==> config.mk <==
export PLATFORM = sky130hd
export DESIGN_NAME = dnc_sort_top
export DESIGN_NICKNAME = d
export VERILOG_FILES = /design/src/dnc_sort_pkg.sv /design/src/dnc_insert_locator.sv /design/src/dnc_phi_emitter.sv /design/src/dnc_sort_store.sv /design/src/dnc_sort_top.sv /design/src/dnc_sort_vector.sv
export SDC_FILE = /design/constraint.sdc
export NUM_CORES = 1
export LEC_CHECK = 0
export CAP_MARGIN = 10
export CORE_MARGIN = 10
export CORE_UTILIZATION = 45
export DETAILED_ROUTE_END_ITERATION = 8
export DONT_BUFFER_PORTS = 1
export GPL_ROUTABILITY_DRIVEN = 0
export REMOVE_ABC_BUFFERS = 1
export SYNTH_ARGS = -nofsm -noshare
export SYNTH_HDL_FRONTEND = slang
export SYNTH_HIERARCHICAL = 1
export SYNTH_SLANG_ARGS = --single-unit
==> constraint.sdc <==
create_clock -name CLK -period 19.2 [get_ports CLK]
set_input_delay 2.88 -clock CLK [delete_from_list [all_inputs] [get_ports CLK]]
set_output_delay 2.88 -clock CLK [all_outputs]
set_load 0.02 [all_outputs]
==> src/dnc_sort_pkg.sv <==
//////////////////////////////////////////////////
// Shared sizes, controller states and types
// MAX_N must equal 2**INDEX_SIZE
// COUNT_SIZE must hold the value MAX_N itself
//////////////////////////////////////////////////

package dnc_sort_pkg;

  //////////////////////////////////////////////////
  // Sizes
  //////////////////////////////////////////////////

  // Width of one usage value
  localparam int DATA_SIZE = 16;

  // Store depth, longest vector accepted
  localparam int MAX_N = 8;

  // Slot index width
  localparam int INDEX_SIZE = 3;

  // Element count width, 0 to MAX_N
  localparam int COUNT_SIZE = 4;

  //////////////////////////////////////////////////
  // Types
  //////////////////////////////////////////////////

  typedef logic [DATA_SIZE-1:0] data_t;
  typedef logic [INDEX_SIZE-1:0] index_t;
  typedef logic [COUNT_SIZE-1:0] count_t;

  // Controller FSM states
  typedef enum logic [2:0] {
    IDLE,
    REQUEST,
    WAIT_U,
    EMIT,
    DONE
  } ctrl_state_t;

endpackage

==> src/dnc_insert_locator.sv <==
//////////////////////////////////////////////////
// Insert position of a new key, combinational
// Only keys below count take part
// Result fits index_t while count < MAX_N
//////////////////////////////////////////////////

`timescale 1ns/100ps

module dnc_insert_locator (
  input  dnc_sort_pkg::data_t  key,
  input  dnc_sort_pkg::data_t  keys [dnc_sort_pkg::MAX_N],
  input  dnc_sort_pkg::count_t count,
  output dnc_sort_pkg::index_t position
);

  //////////////////////////////////////////////////
  // Signals
  //////////////////////////////////////////////////

  // Valid keys less than or equal to the new one
  dnc_sort_pkg::count_t num_le;

  //////////////////////////////////////////////////
  // Compare and count
  //////////////////////////////////////////////////

  // Equal keys count as smaller, so ties stay in arrival order
  always_comb begin
    num_le = '0;
    for (int i = 0; i < dnc_sort_pkg::MAX_N; i++) begin
      if ((dnc_sort_pkg::count_t'(i) < count) && (keys[i] <= key)) begin
        num_le = num_le + 1'b1;
      end
    end
  end

  // Store is sorted, so the count is the slot
  assign position = num_le[dnc_sort_pkg::INDEX_SIZE-1:0];

endmodule

==> src/dnc_phi_emitter.sv <==
//////////////////////////////////////////////////
// Streams sorted indices, one per cycle
// No back-pressure on phi_out
// count must stay stable while streaming
//////////////////////////////////////////////////

`timescale 1ns/100ps

module dnc_phi_emitter (
  input  logic                 CLK,
  input  logic                 RST,

  input  logic                 emit_start,
  input  dnc_sort_pkg::count_t count,
  input  dnc_sort_pkg::index_t indices [dnc_sort_pkg::MAX_N],

  output dnc_sort_pkg::index_t phi_out,
  output logic                 phi_out_enable,
  output logic                 emit_last
);

  //////////////////////////////////////////////////
  // Signals
  //////////////////////////////////////////////////

  dnc_sort_pkg::count_t rd_ptr;
  dnc_sort_pkg::count_t cur_ptr;
  dnc_sort_pkg::count_t next_ptr;
  logic                 active;
  logic                 go;

  // Start restarts the read pointer at entry 0
  assign cur_ptr  = emit_start ? '0 : rd_ptr;
  assign next_ptr = dnc_sort_pkg::count_t'(cur_ptr + 1'b1);
  assign go       = (emit_start || active) && (cur_ptr < count);

  //////////////////////////////////////////////////
  // Control
  //////////////////////////////////////////////////

  always_ff @(posedge CLK or posedge RST) begin
    if (RST) begin
      rd_ptr         <= '0;
      active         <= 1'b0;
      phi_out_enable <= 1'b0;
      emit_last      <= 1'b0;
    end else if (go) begin
      rd_ptr         <= next_ptr;
      active         <= (next_ptr < count);
      phi_out_enable <= 1'b1;
      // Flag rides with the final index
      emit_last      <= (next_ptr == count);
    end else begin
      active         <= 1'b0;
      phi_out_enable <= 1'b0;
      emit_last      <= 1'b0;
    end
  end

  // Payload register
  always_ff @(posedge CLK) begin
    if (go) begin
      phi_out <= indices[cur_ptr[dnc_sort_pkg::INDEX_SIZE-1:0]];
    end
  end

endmodule

==> src/dnc_sort_store.sv <==
//////////////////////////////////////////////////
// Sorted register array with insert at a position
// Entry MAX_N-1 drops off on a shift
// Slots at or above count hold stale data
//////////////////////////////////////////////////

`timescale 1ns/100ps

module dnc_sort_store #(
  parameter type payload_t = dnc_sort_pkg::data_t
) (
  input  logic                 CLK,
  input  logic                 RST,

  input  logic                 insert_en,
  input  dnc_sort_pkg::index_t insert_pos,
  input  payload_t             insert_value,

  output payload_t             entries [dnc_sort_pkg::MAX_N]
);

  //////////////////////////////////////////////////
  // Shift-insert
  //////////////////////////////////////////////////

  always_ff @(posedge CLK or posedge RST) begin
    if (RST) begin
      // Known contents after reset
      for (int i = 0; i < dnc_sort_pkg::MAX_N; i++) begin
        entries[i] <= '0;
      end
    end else if (insert_en) begin
      // Slot 0 has nothing below to shift in
      if (insert_pos == '0) begin
        entries[0] <= insert_value;
      end
      // Above the position move up, below stay put
      for (int i = 1; i < dnc_sort_pkg::MAX_N; i++) begin
        if (dnc_sort_pkg::index_t'(i) == insert_pos) begin
          entries[i] <= insert_value;
        end else if (dnc_sort_pkg::index_t'(i) > insert_pos) begin
          entries[i] <= entries[i-1];
        end
      end
    end
  end

endmodule

==> src/dnc_sort_top.sv <==
//////////////////////////////////////////////////
// Usage sorter, returns allocation order phi
// One vector in flight, sizes clamped to MAX_N
//////////////////////////////////////////////////

`timescale 1ns/100ps

module dnc_sort_top (
  input  logic                 CLK,
  input  logic                 RST,

  // Control handshake
  input  logic                 start,
  output logic                 ready,
  input  dnc_sort_pkg::count_t size_n_in,

  // Usage request and answer
  output logic                 u_out_enable,
  input  logic                 u_in_enable,
  input  dnc_sort_pkg::data_t  u_in,

  // Allocation order stream
  output dnc_sort_pkg::index_t phi_out,
  output logic                 phi_out_enable
);

  //////////////////////////////////////////////////
  // Wires
  //////////////////////////////////////////////////

  logic                 insert_en;
  logic                 emit_start;
  logic                 emit_last;
  dnc_sort_pkg::count_t count;
  dnc_sort_pkg::index_t insert_pos;
  dnc_sort_pkg::index_t new_index;

  dnc_sort_pkg::data_t  key_entries   [dnc_sort_pkg::MAX_N];
  dnc_sort_pkg::index_t index_entries [dnc_sort_pkg::MAX_N];

  // Slot index is the arrival number, always below MAX_N on insert
  assign new_index = count[dnc_sort_pkg::INDEX_SIZE-1:0];

  //////////////////////////////////////////////////
  // Controller
  //////////////////////////////////////////////////

  dnc_sort_vector controller (
    .CLK          (CLK),
    .RST          (RST),
    .start        (start),
    .size_n_in    (size_n_in),
    .u_in_enable  (u_in_enable),
    .ready        (ready),
    .u_out_enable (u_out_enable),
    .insert_en    (insert_en),
    .count        (count),
    .emit_start   (emit_start),
    .emit_last    (emit_last)
  );

  //////////////////////////////////////////////////
  // Datapath
  //////////////////////////////////////////////////

  dnc_insert_locator locator (
    .key      (u_in),
    .keys     (key_entries),
    .count    (count),
    .position (insert_pos)
  );

  // Usage keys
  dnc_sort_store #(
    .payload_t (dnc_sort_pkg::data_t)
  ) key_store (
    .CLK          (CLK),
    .RST          (RST),
    .insert_en    (insert_en),
    .insert_pos   (insert_pos),
    .insert_value (u_in),
    .entries      (key_entries)
  );

  // Slot indices, moved in step with the keys
  dnc_sort_store #(
    .payload_t (dnc_sort_pkg::index_t)
  ) index_store (
    .CLK          (CLK),
    .RST          (RST),
    .insert_en    (insert_en),
    .insert_pos   (insert_pos),
    .insert_value (new_index),
    .entries      (index_entries)
  );

  dnc_phi_emitter emitter (
    .CLK            (CLK),
    .RST            (RST),
    .emit_start     (emit_start),
    .count          (count),
    .indices        (index_entries),
    .phi_out        (phi_out),
    .phi_out_enable (phi_out_enable),
    .emit_last      (emit_last)
  );

endmodule

==> src/dnc_sort_vector.sv <==
//////////////////////////////////////////////////
// Control FSM for one usage vector at a time
// Sizes above MAX_N are clamped on start
// Start is only taken in IDLE
//////////////////////////////////////////////////

`timescale 1ns/100ps

module dnc_sort_vector (
  input  logic                 CLK,
  input  logic                 RST,

  // Handshake
  input  logic                 start,
  input  dnc_sort_pkg::count_t size_n_in,
  input  logic                 u_in_enable,
  output logic                 ready,
  output logic                 u_out_enable,

  // Datapath control
  output logic                 insert_en,
  output dnc_sort_pkg::count_t count,
  output logic                 emit_start,
  input  logic                 emit_last
);

  //////////////////////////////////////////////////
  // Signals
  //////////////////////////////////////////////////

  dnc_sort_pkg::ctrl_state_t state;

  // Target size held for the whole run
  dnc_sort_pkg::count_t size_target;
  dnc_sort_pkg::count_t size_clamped;

  // Accepted answer completes the vector
  logic last_insert;

  //////////////////////////////////////////////////
  // Combinational
  //////////////////////////////////////////////////

  // Clamp requested size to store depth
  assign size_clamped = (size_n_in > dnc_sort_pkg::count_t'(dnc_sort_pkg::MAX_N)) ?
                        dnc_sort_pkg::count_t'(dnc_sort_pkg::MAX_N) : size_n_in;

  // Answers count only while a request is outstanding
  assign insert_en = (state == dnc_sort_pkg::WAIT_U) && u_in_enable;

  assign last_insert = insert_en &&
                       (dnc_sort_pkg::count_t'(count + 1'b1) == size_target);

  //////////////////////////////////////////////////
  // FSM
  //////////////////////////////////////////////////

  always_ff @(posedge CLK or posedge RST) begin
    if (RST) begin
      state        <= dnc_sort_pkg::IDLE;
      size_target  <= '0;
      count        <= '0;
      ready        <= 1'b0;
      u_out_enable <= 1'b0;
      emit_start   <= 1'b0;
    end else begin
      // Strobes are single-cycle unless set below
      ready        <= 1'b0;
      u_out_enable <= 1'b0;
      emit_start   <= 1'b0;

      case (state)
        dnc_sort_pkg::IDLE: begin
          if (start) begin
            size_target <= size_clamped;
            // New run, forget the old vector
            count       <= '0;
            if (size_clamped == '0) begin
              // Empty vector finishes at once
              ready <= 1'b1;
              state <= dnc_sort_pkg::DONE;
            end else begin
              state <= dnc_sort_pkg::REQUEST;
            end
          end
        end

        dnc_sort_pkg::REQUEST: begin
          // First request, high during first WAIT_U cycle
          u_out_enable <= 1'b1;
          state        <= dnc_sort_pkg::WAIT_U;
        end

        dnc_sort_pkg::WAIT_U: begin
          if (insert_en) begin
            count <= count + 1'b1;
            if (last_insert) begin
              emit_start <= 1'b1;
              state      <= dnc_sort_pkg::EMIT;
            end else begin
              // Next request on the following cycle
              u_out_enable <= 1'b1;
            end
          end
        end

        dnc_sort_pkg::EMIT: begin
          // Ready one cycle after the final index
          if (emit_last) begin
            ready <= 1'b1;
            state <= dnc_sort_pkg::DONE;
          end
        end

        dnc_sort_pkg::DONE: begin
          state <= dnc_sort_pkg::IDLE;
        end

        default: begin
          state <= dnc_sort_pkg::IDLE;
        end
      endcase
    end
  end

endmodule

==> flow_summary.toml, run 1 <==
[drt]
drc_errors = 0
drt_first_iter_violations = 716
vias = 9019
viasPerCell = 5.92
drt-total-wl_um = 30900
drt_pass1_iterations = 5
antenna_left = 0
wire_per_inst_um = 20.3

[clock_tree]
cts_tree = "yes"
cts_max_level = 4
cts.sinks = 176
insertion_delay_ns = 0.44
clockBufferDepth = 2
cts-buffers-inserted = 17
cts.repair.resized = 0
clk_pin_slew_ns = 0.08
clockRootBuffer = "clkbuf_16"
cts_setup_buffers = 0
cts_hold_buffers = 0

[floorplanning]
die-area_sq_mm = 0.0334
die_w_um = 183
rows = 59
ioPinCount = 30
core_area_sq_mm = 0.0261
start_util_pct = 45.8
die_h_um = 183

[sta]
fin_crit_ns = 9.72
finClkSkew_ns = 0.0157
rsz0062_at_grt = "no"
final-hold-violation-count = 0
final.period_utilization_pct = 50.6
worst_slew_pin_slew_ns = 1.14
relSlewSlack_pct = 23.9
maxClockFrequency_ghz = 0.103
finalMaxSlewViolations = 0
setup_viol = 0
setup-tns-final_ns = 0

[layout]
stdcell_area_sq_mm = 0.0127
multi_input_area_sq_mm = 0.00697
layout.nets = 1340
areaGrowthSynthToFinish_pct = 6.19
final_common_cell = "dfrtp_1"
register_area_sq_mm = 0.00442
fill_cells = 2452
layout_common_cells = "dfrtp_1 (173), ha_1 (140), nand2_1 (135)"
drive_gt1_share_pct = 10.0
num_antenna_cells = 0

[critical_path]
path_class = "in -> reg"
crit_path_max_fanout = 17
critPathRequiredTime_ns = 19.49
arrival_ns = 10.01
max_stage_delay_ns = 0.65
crit_start = "u_in[1]"
crit_slowest_cell = "nand3_1"
r2r-start = "key_store/entries[113]$_DFFE_PP0P_"
end_kind = "register"
startpoint_type = "input pin"
cp_common_cell = "ha_1"

[place]
portBuffers = 0
placed_area_sq_mm = 0.0120
post-dp-hpwl_um = 22500

[synth]
netlist-cell-type-count = 98
ys.flop_type = "dfrtp_1"
synth_edf_count = 3
syn-cell-area_sq_mm = 0.0119
syn_inst = 1221
async_reset_ff_share_pct = 98.3
synth-seq-cells = 176
ys_warn_count = 6
syn_avg_cell_area_sq_um = 9.78
yosysSeqAreaShare_pct = 37.0

[global_routing]
antenna_found_initial = 0
grt_pass1_wl_um = 50000
first_global_vias = 8977
grt_use_total_pct = 18.5
grt_overflow = 0
grt_max_degree = 73

[status]
status = "completed"

[min_path]
hold_start = "controller/size_target[0]$_DFFE_PP0P_"
hp-class = "reg -> reg"

[job]
maxCapViolCount = 0
-- synthesized netlist by cell type, drive strengths merged, types with 7 or more instances --
cell	number	share of area, %
dfrtp	173	36
ha	140	15
nand2	136	4.3
a21oi	70	3.0
o21ai	69	3.0
nor2	68	2.3
o22ai	53	2.8
mux2i	50	4.2
inv	44	1.4
clkbuf	39	1.4
buf	35	2.0
a31oi	33	1.7
a21o	31	1.9
a2bb2oi	31	2.3
mux2	26	2.7
nand4	23	1.3
nor2b	18	0.96
nand2b	17	0.91
a22o	16	1.2
nand3	16	0.78
xnor2	16	1.5
a211oi	10	0.73
o21a	9	0.57
nor4	8	0.47
a21boi	7	0.50
-- per-stage QoR --
step           hold WS (ns)  worst slack, ns  instances  util [%]
5_1_grt               0.533             8.89       1524      48.6
3_5_place_dp          0.503             9.07       1491      46.2
3_3_place_gp          0.487             9.22       1491      46.2
2_1_floorplan         0.470             8.70       1147         -
4_1_cts               0.522             9.51       1523      48.6
6_report              0.513             9.48       1524      48.6
-- layer usage --
| layer | GRT usage, % | part of all wire, % |
|---|---|---|
| met3 | 2.97 | 4.2 |
| met4 | 4.81 | 1.2 |
| met2 | 28.4 | 45 |
| met1 | 26.6 | 49 |
| met5 | 0 | 0 |
-- final cells by class --
| type | instances | area share [%] |
|---|---|---|
| Inverter | 44 | 1.34 |
| Timing Repair Buffer | 10 | 0.651 |
| Multi-Input combinational cell | 927 | 55.0 |
| Clock buffer | 17 | 3.36 |
| Sequential cell | 176 | 34.9 |
| Clock inverter | 15 | 1.50 |
| Tap cell | 335 | 3.31 |
-- critical path, delay by kind of cell --
kind / cells / cell delay, ns
simple gates: 6 / 1.86
compound gates: 9 / 1.62
fa+ha+maj: 6 / 1.68
buf+inv: 1 / 0.27
mux: 2 / 0.58
xor+xnor: 5 / 1.12
-- state kept, by name (all words and copies together), names as in the netlist --
| signal | count |
|---|---|
| emitter/emit_last | 1 |
| controller/ready | 1 |
| emitter/rd_ptr | 4 |
| key_store/entries | 128 |
| controller/emit_start | 1 |
| controller/u_out_enable | 1 |
| controller/count | 4 |
| emitter/active | 1 |
| emitter/phi_out | 3 |
| controller/state | 3 |
| controller/size_target | 4 |
| emitter/phi_out_enable | 1 |
| index_store/entries | 24 |
-- cell families (layout without fill, tap and decap cells) --
kind of cell	Yosys count	count (layout)	share of synthesized area (%)
and+or+nand+nor	323	323	13.5
adders and majority gates	140	140	14.7
AOI/OAI and AO/OA	363	363	20.4
DFF	176	176	37.0
muxes	79	79	7.49
buffers and inverters	118	86	4.83
xor gates and xnor gates	22	22	2.05
-- path summary, 6_finish.rpt --
path	depth (start not counted)	to	slack, ns
min in group asynchronous	1	emitter/active$_DFF_PP0_	2.25
max in group asynchronous	2	key_store/entries[50]$_DFFE_PP0P_	15.54
worst max-delay path	29	key_store/entries[24]$_DFFE_PP0P_	9.48
worst max register to register	28	key_store/entries[24]$_DFFE_PP0P_	11.83
worst min-delay path	2	controller/size_target[0]$_DFFE_PP0P_	0.51
worst min register to register	2	controller/size_target[0]$_DFFE_PP0P_	0.51
Power of run 1 is not shown: default switching activity piles up to over one toggle a cycle in this logic, so the estimate is an artifact.
==> run 2: changes to the inputs <==
--- a/config.mk
+++ b/config.mk
@@ -5,6 +5,7 @@
 export SDC_FILE = /design/constraint.sdc
 export NUM_CORES = 1
 export LEC_CHECK = 0
+export ABC_AREA = 1
 export CAP_MARGIN = 10
 export CORE_MARGIN = 10
 export CORE_UTILIZATION = 45
==> constraint.sdc (replaced) <==
create_clock -name CLK -period 7.97 [get_ports CLK]
set_input_delay 1.1955 -clock CLK [delete_from_list [all_inputs] [get_ports CLK]]
set_output_delay 1.1955 -clock CLK [all_outputs]
set_load 0.02 [all_outputs]
==> run 2 against run 1 <==
Cell area up 13%; register-to-register slack worse by 11 ns; cell count up 50%; core utilization up 1.1 points; synthesized cell count up 54%; clock-buffer cell count up 3; die area up 9.8%; wire length up 28%; worst setup slack worse by 8.8 ns; via count up 37%; global-route usage up 3.6 points.
==> flow_summary.toml, run 2 <==
[sta]
final.period_utilization_pct = 91.0
finalMaxSlewViolations = 0
maxClockFrequency_ghz = 0.138
relSlewSlack_pct = 22.4
final-hold-violation-count = 0
whs_ns = 0.485
finClkSkew_ns = 0.0220
worst_slew_pin_slew_ns = 1.16
rsz0062_at_grt = "no"
setup_viol = 0
fin_crit_ns = 7.25

[critical_path]
end_kind = "register"
path_class = "in -> reg"
crit_slowest_cell = "buf_4"
arrival_ns = 7.59
cp_common_cell = "nand2_1"
crit_path_max_fanout = 36
max_stage_delay_ns = 0.44
startpoint_type = "input pin"
critPathRequiredTime_ns = 8.31

[layout]
layout_common_cells = "nand2_1 (674), nand3_1 (255), inv_1 (241)"
regMostFlops = "key_store/entries"
drive_gt1_share_pct = 9.29
layout.nets = 2047
largest_reg_flops = 128
reg_top3 = "key_store/entries (128), index_store/entries (24)"
stdcell_area_sq_mm = 0.0144
final_common_cell = "nand2_1"
areaGrowthSynthToFinish_pct = 8.34
num_antenna_cells = 0
final_util_pct = 49.8
fill_cells = 2926

[clock_tree]
cts_hold_buffers = 0
cts.sinks = 176
cts-buffers-inserted = 17
cts.repair.resized = 0
cts_max_level = 4
insertion_delay_ns = 0.46
cts_setup_buffers = 0
clockRootBuffer = "clkbuf_16"
clk_pin_slew_ns = 0.07
cts_tree = "yes"
clockBufferDepth = 2

[synth]
syn-cell-area_sq_mm = 0.0133
ys.flop_type = "dfrtp_1"
yosysSeqAreaShare_pct = 33.3
netlist-cell-type-count = 52
synth_top_cell_by_area = "dfrtp_1"
syn_avg_cell_area_sq_um = 7.07
synth_common_cells = "nand2_1 (677), nand3_1 (255), inv_1 (242), dfrtp_1 (173), ha_1 (140)"
synth.most_common_cell = "nand2_1"
synth_top_area_share_pct = 32.7
synth-seq-cells = 176
ys_warn_count = 6
async_reset_ff_share_pct = 98.3
synth_edf_count = 3
syn_inst = 1875
synth_top_cells_by_area = "dfrtp_1 (33%), nand2_1 (19%), ha_1 (13%)"

[floorplanning]
start_util_pct = 45.9
core_area_sq_mm = 0.0289
die_h_um = 192
rows = 62
die-area_sq_mm = 0.0367
die_w_um = 192
ioPinCount = 30

[drt]
drt_first_iter_violations = 1144
vias = 12369
drc_errors = 0
antenna_left = 0
drt_pass1_iterations = 5
wire_per_inst_um = 17.4
drt-total-wl_um = 39600
viasPerCell = 5.43

[global_routing]
first_global_vias = 11865
grt_pass1_wl_um = 63900
antenna_found_initial = 0
grt_max_degree = 87
grt_use_total_pct = 22.1
grt_overflow = 0

[place]
placed_area_sq_mm = 0.0138
portBuffers = 0
post-dp-hpwl_um = 29100

[status]
status = "completed"

[job]
maxCapViolCount = 0

[min_path]
hp-class = "reg -> reg"
run 2: changes by cell type after synthesis, sizes merged, moves of 30 or more:
| cell | delta |
|---|---|
| a21o | -30 |
| a2bb2oi | -31 |
| a31oi | -33 |
| inv | +222 |
| mux2i | -50 |
| nand2 | +570 |
| nand3 | +253 |
| o22ai | -53 |
run 2: per-stage QoR:
stage	TNS, ns	std cells	setup slack (ns)
CTS	0	2279	0.816
detailed placement	0	2248	0.376
global route	0	2279	0.262
global placement	0	2248	0.406
finish	0	2279	0.719
floorplan	-10.84	1821	-0.409
run 2: critical path, delay by kind of cell:
kind | cells | cell delay, ns
compound gates | 6 | 1.49
fa+ha+maj | 6 | 1.61
buf+inv | 8 | 1.17
simple gates | 21 | 2.09
run 2: cells by family after synthesis:
family | share of synthesized area [%]
AND/OR/NAND/NOR | 37.0
buffers and inverters | 9.95
flip-flops | 33.3
AO/OA/AOI/OAI | 6.32
adder cells (fa/ha/maj) | 13.2
XOR/XNOR | 0.132
run 2: layer usage:
| metal | vias to the layer above | share of wire [%] | GRT usage (%) |
|---|---|---|---|
| li1 | 6050 | - | - |
| met3 | 59 | 8.2 | 4.73 |
| met5 | - | 0 | 0 |
| met4 | 0 | 1.8 | 6.07 |
| met1 | 5845 | 46 | 30.7 |
| met2 | 415 | 44 | 33.9 |
run 2: final timing paths:
| kind | slack (ns) | endpoint | depth (start not counted) | startpoint |
|---|---|---|---|---|
| worst max-delay path | 0.72 | index_store/entries[11]$_DFFE_PP0P_ | 41 | u_in[1] |
| worst max register to register | 1.33 | index_store/entries[11]$_DFFE_PP0P_ | 39 | key_store/entries[113]$_DFFE_PP0P_ |
| min in group asynchronous | 0.56 | emitter/active$_DFF_PP0_ | 1 | RST |
| max in group asynchronous | 6.07 | key_store/entries[69]$_DFFE_PP0P_ | 2 | RST |
| worst min-delay path | 0.49 | key_store/entries[15]$_DFFE_PP0P_ | 2 | key_store/entries[15]$_DFFE_PP0P_ |
| worst min register to register | 0.49 | key_store/entries[15]$_DFFE_PP0P_ | 2 | key_store/entries[15]$_DFFE_PP0P_ |
run 2: layout make-up:
type	count	area [sq um]	share of cell area, %
Multi-Input combinational cell	1378	7520	52.4
Inverter	267	1010	7.05
Clock inverter	11	131	0.915
Timing Repair Buffer	43	335	2.34
Sequential cell	176	4420	30.8
Clock buffer	20	458	3.19
Tap cell	384	480	3.35
Power of run 2 is left out for the same reason.
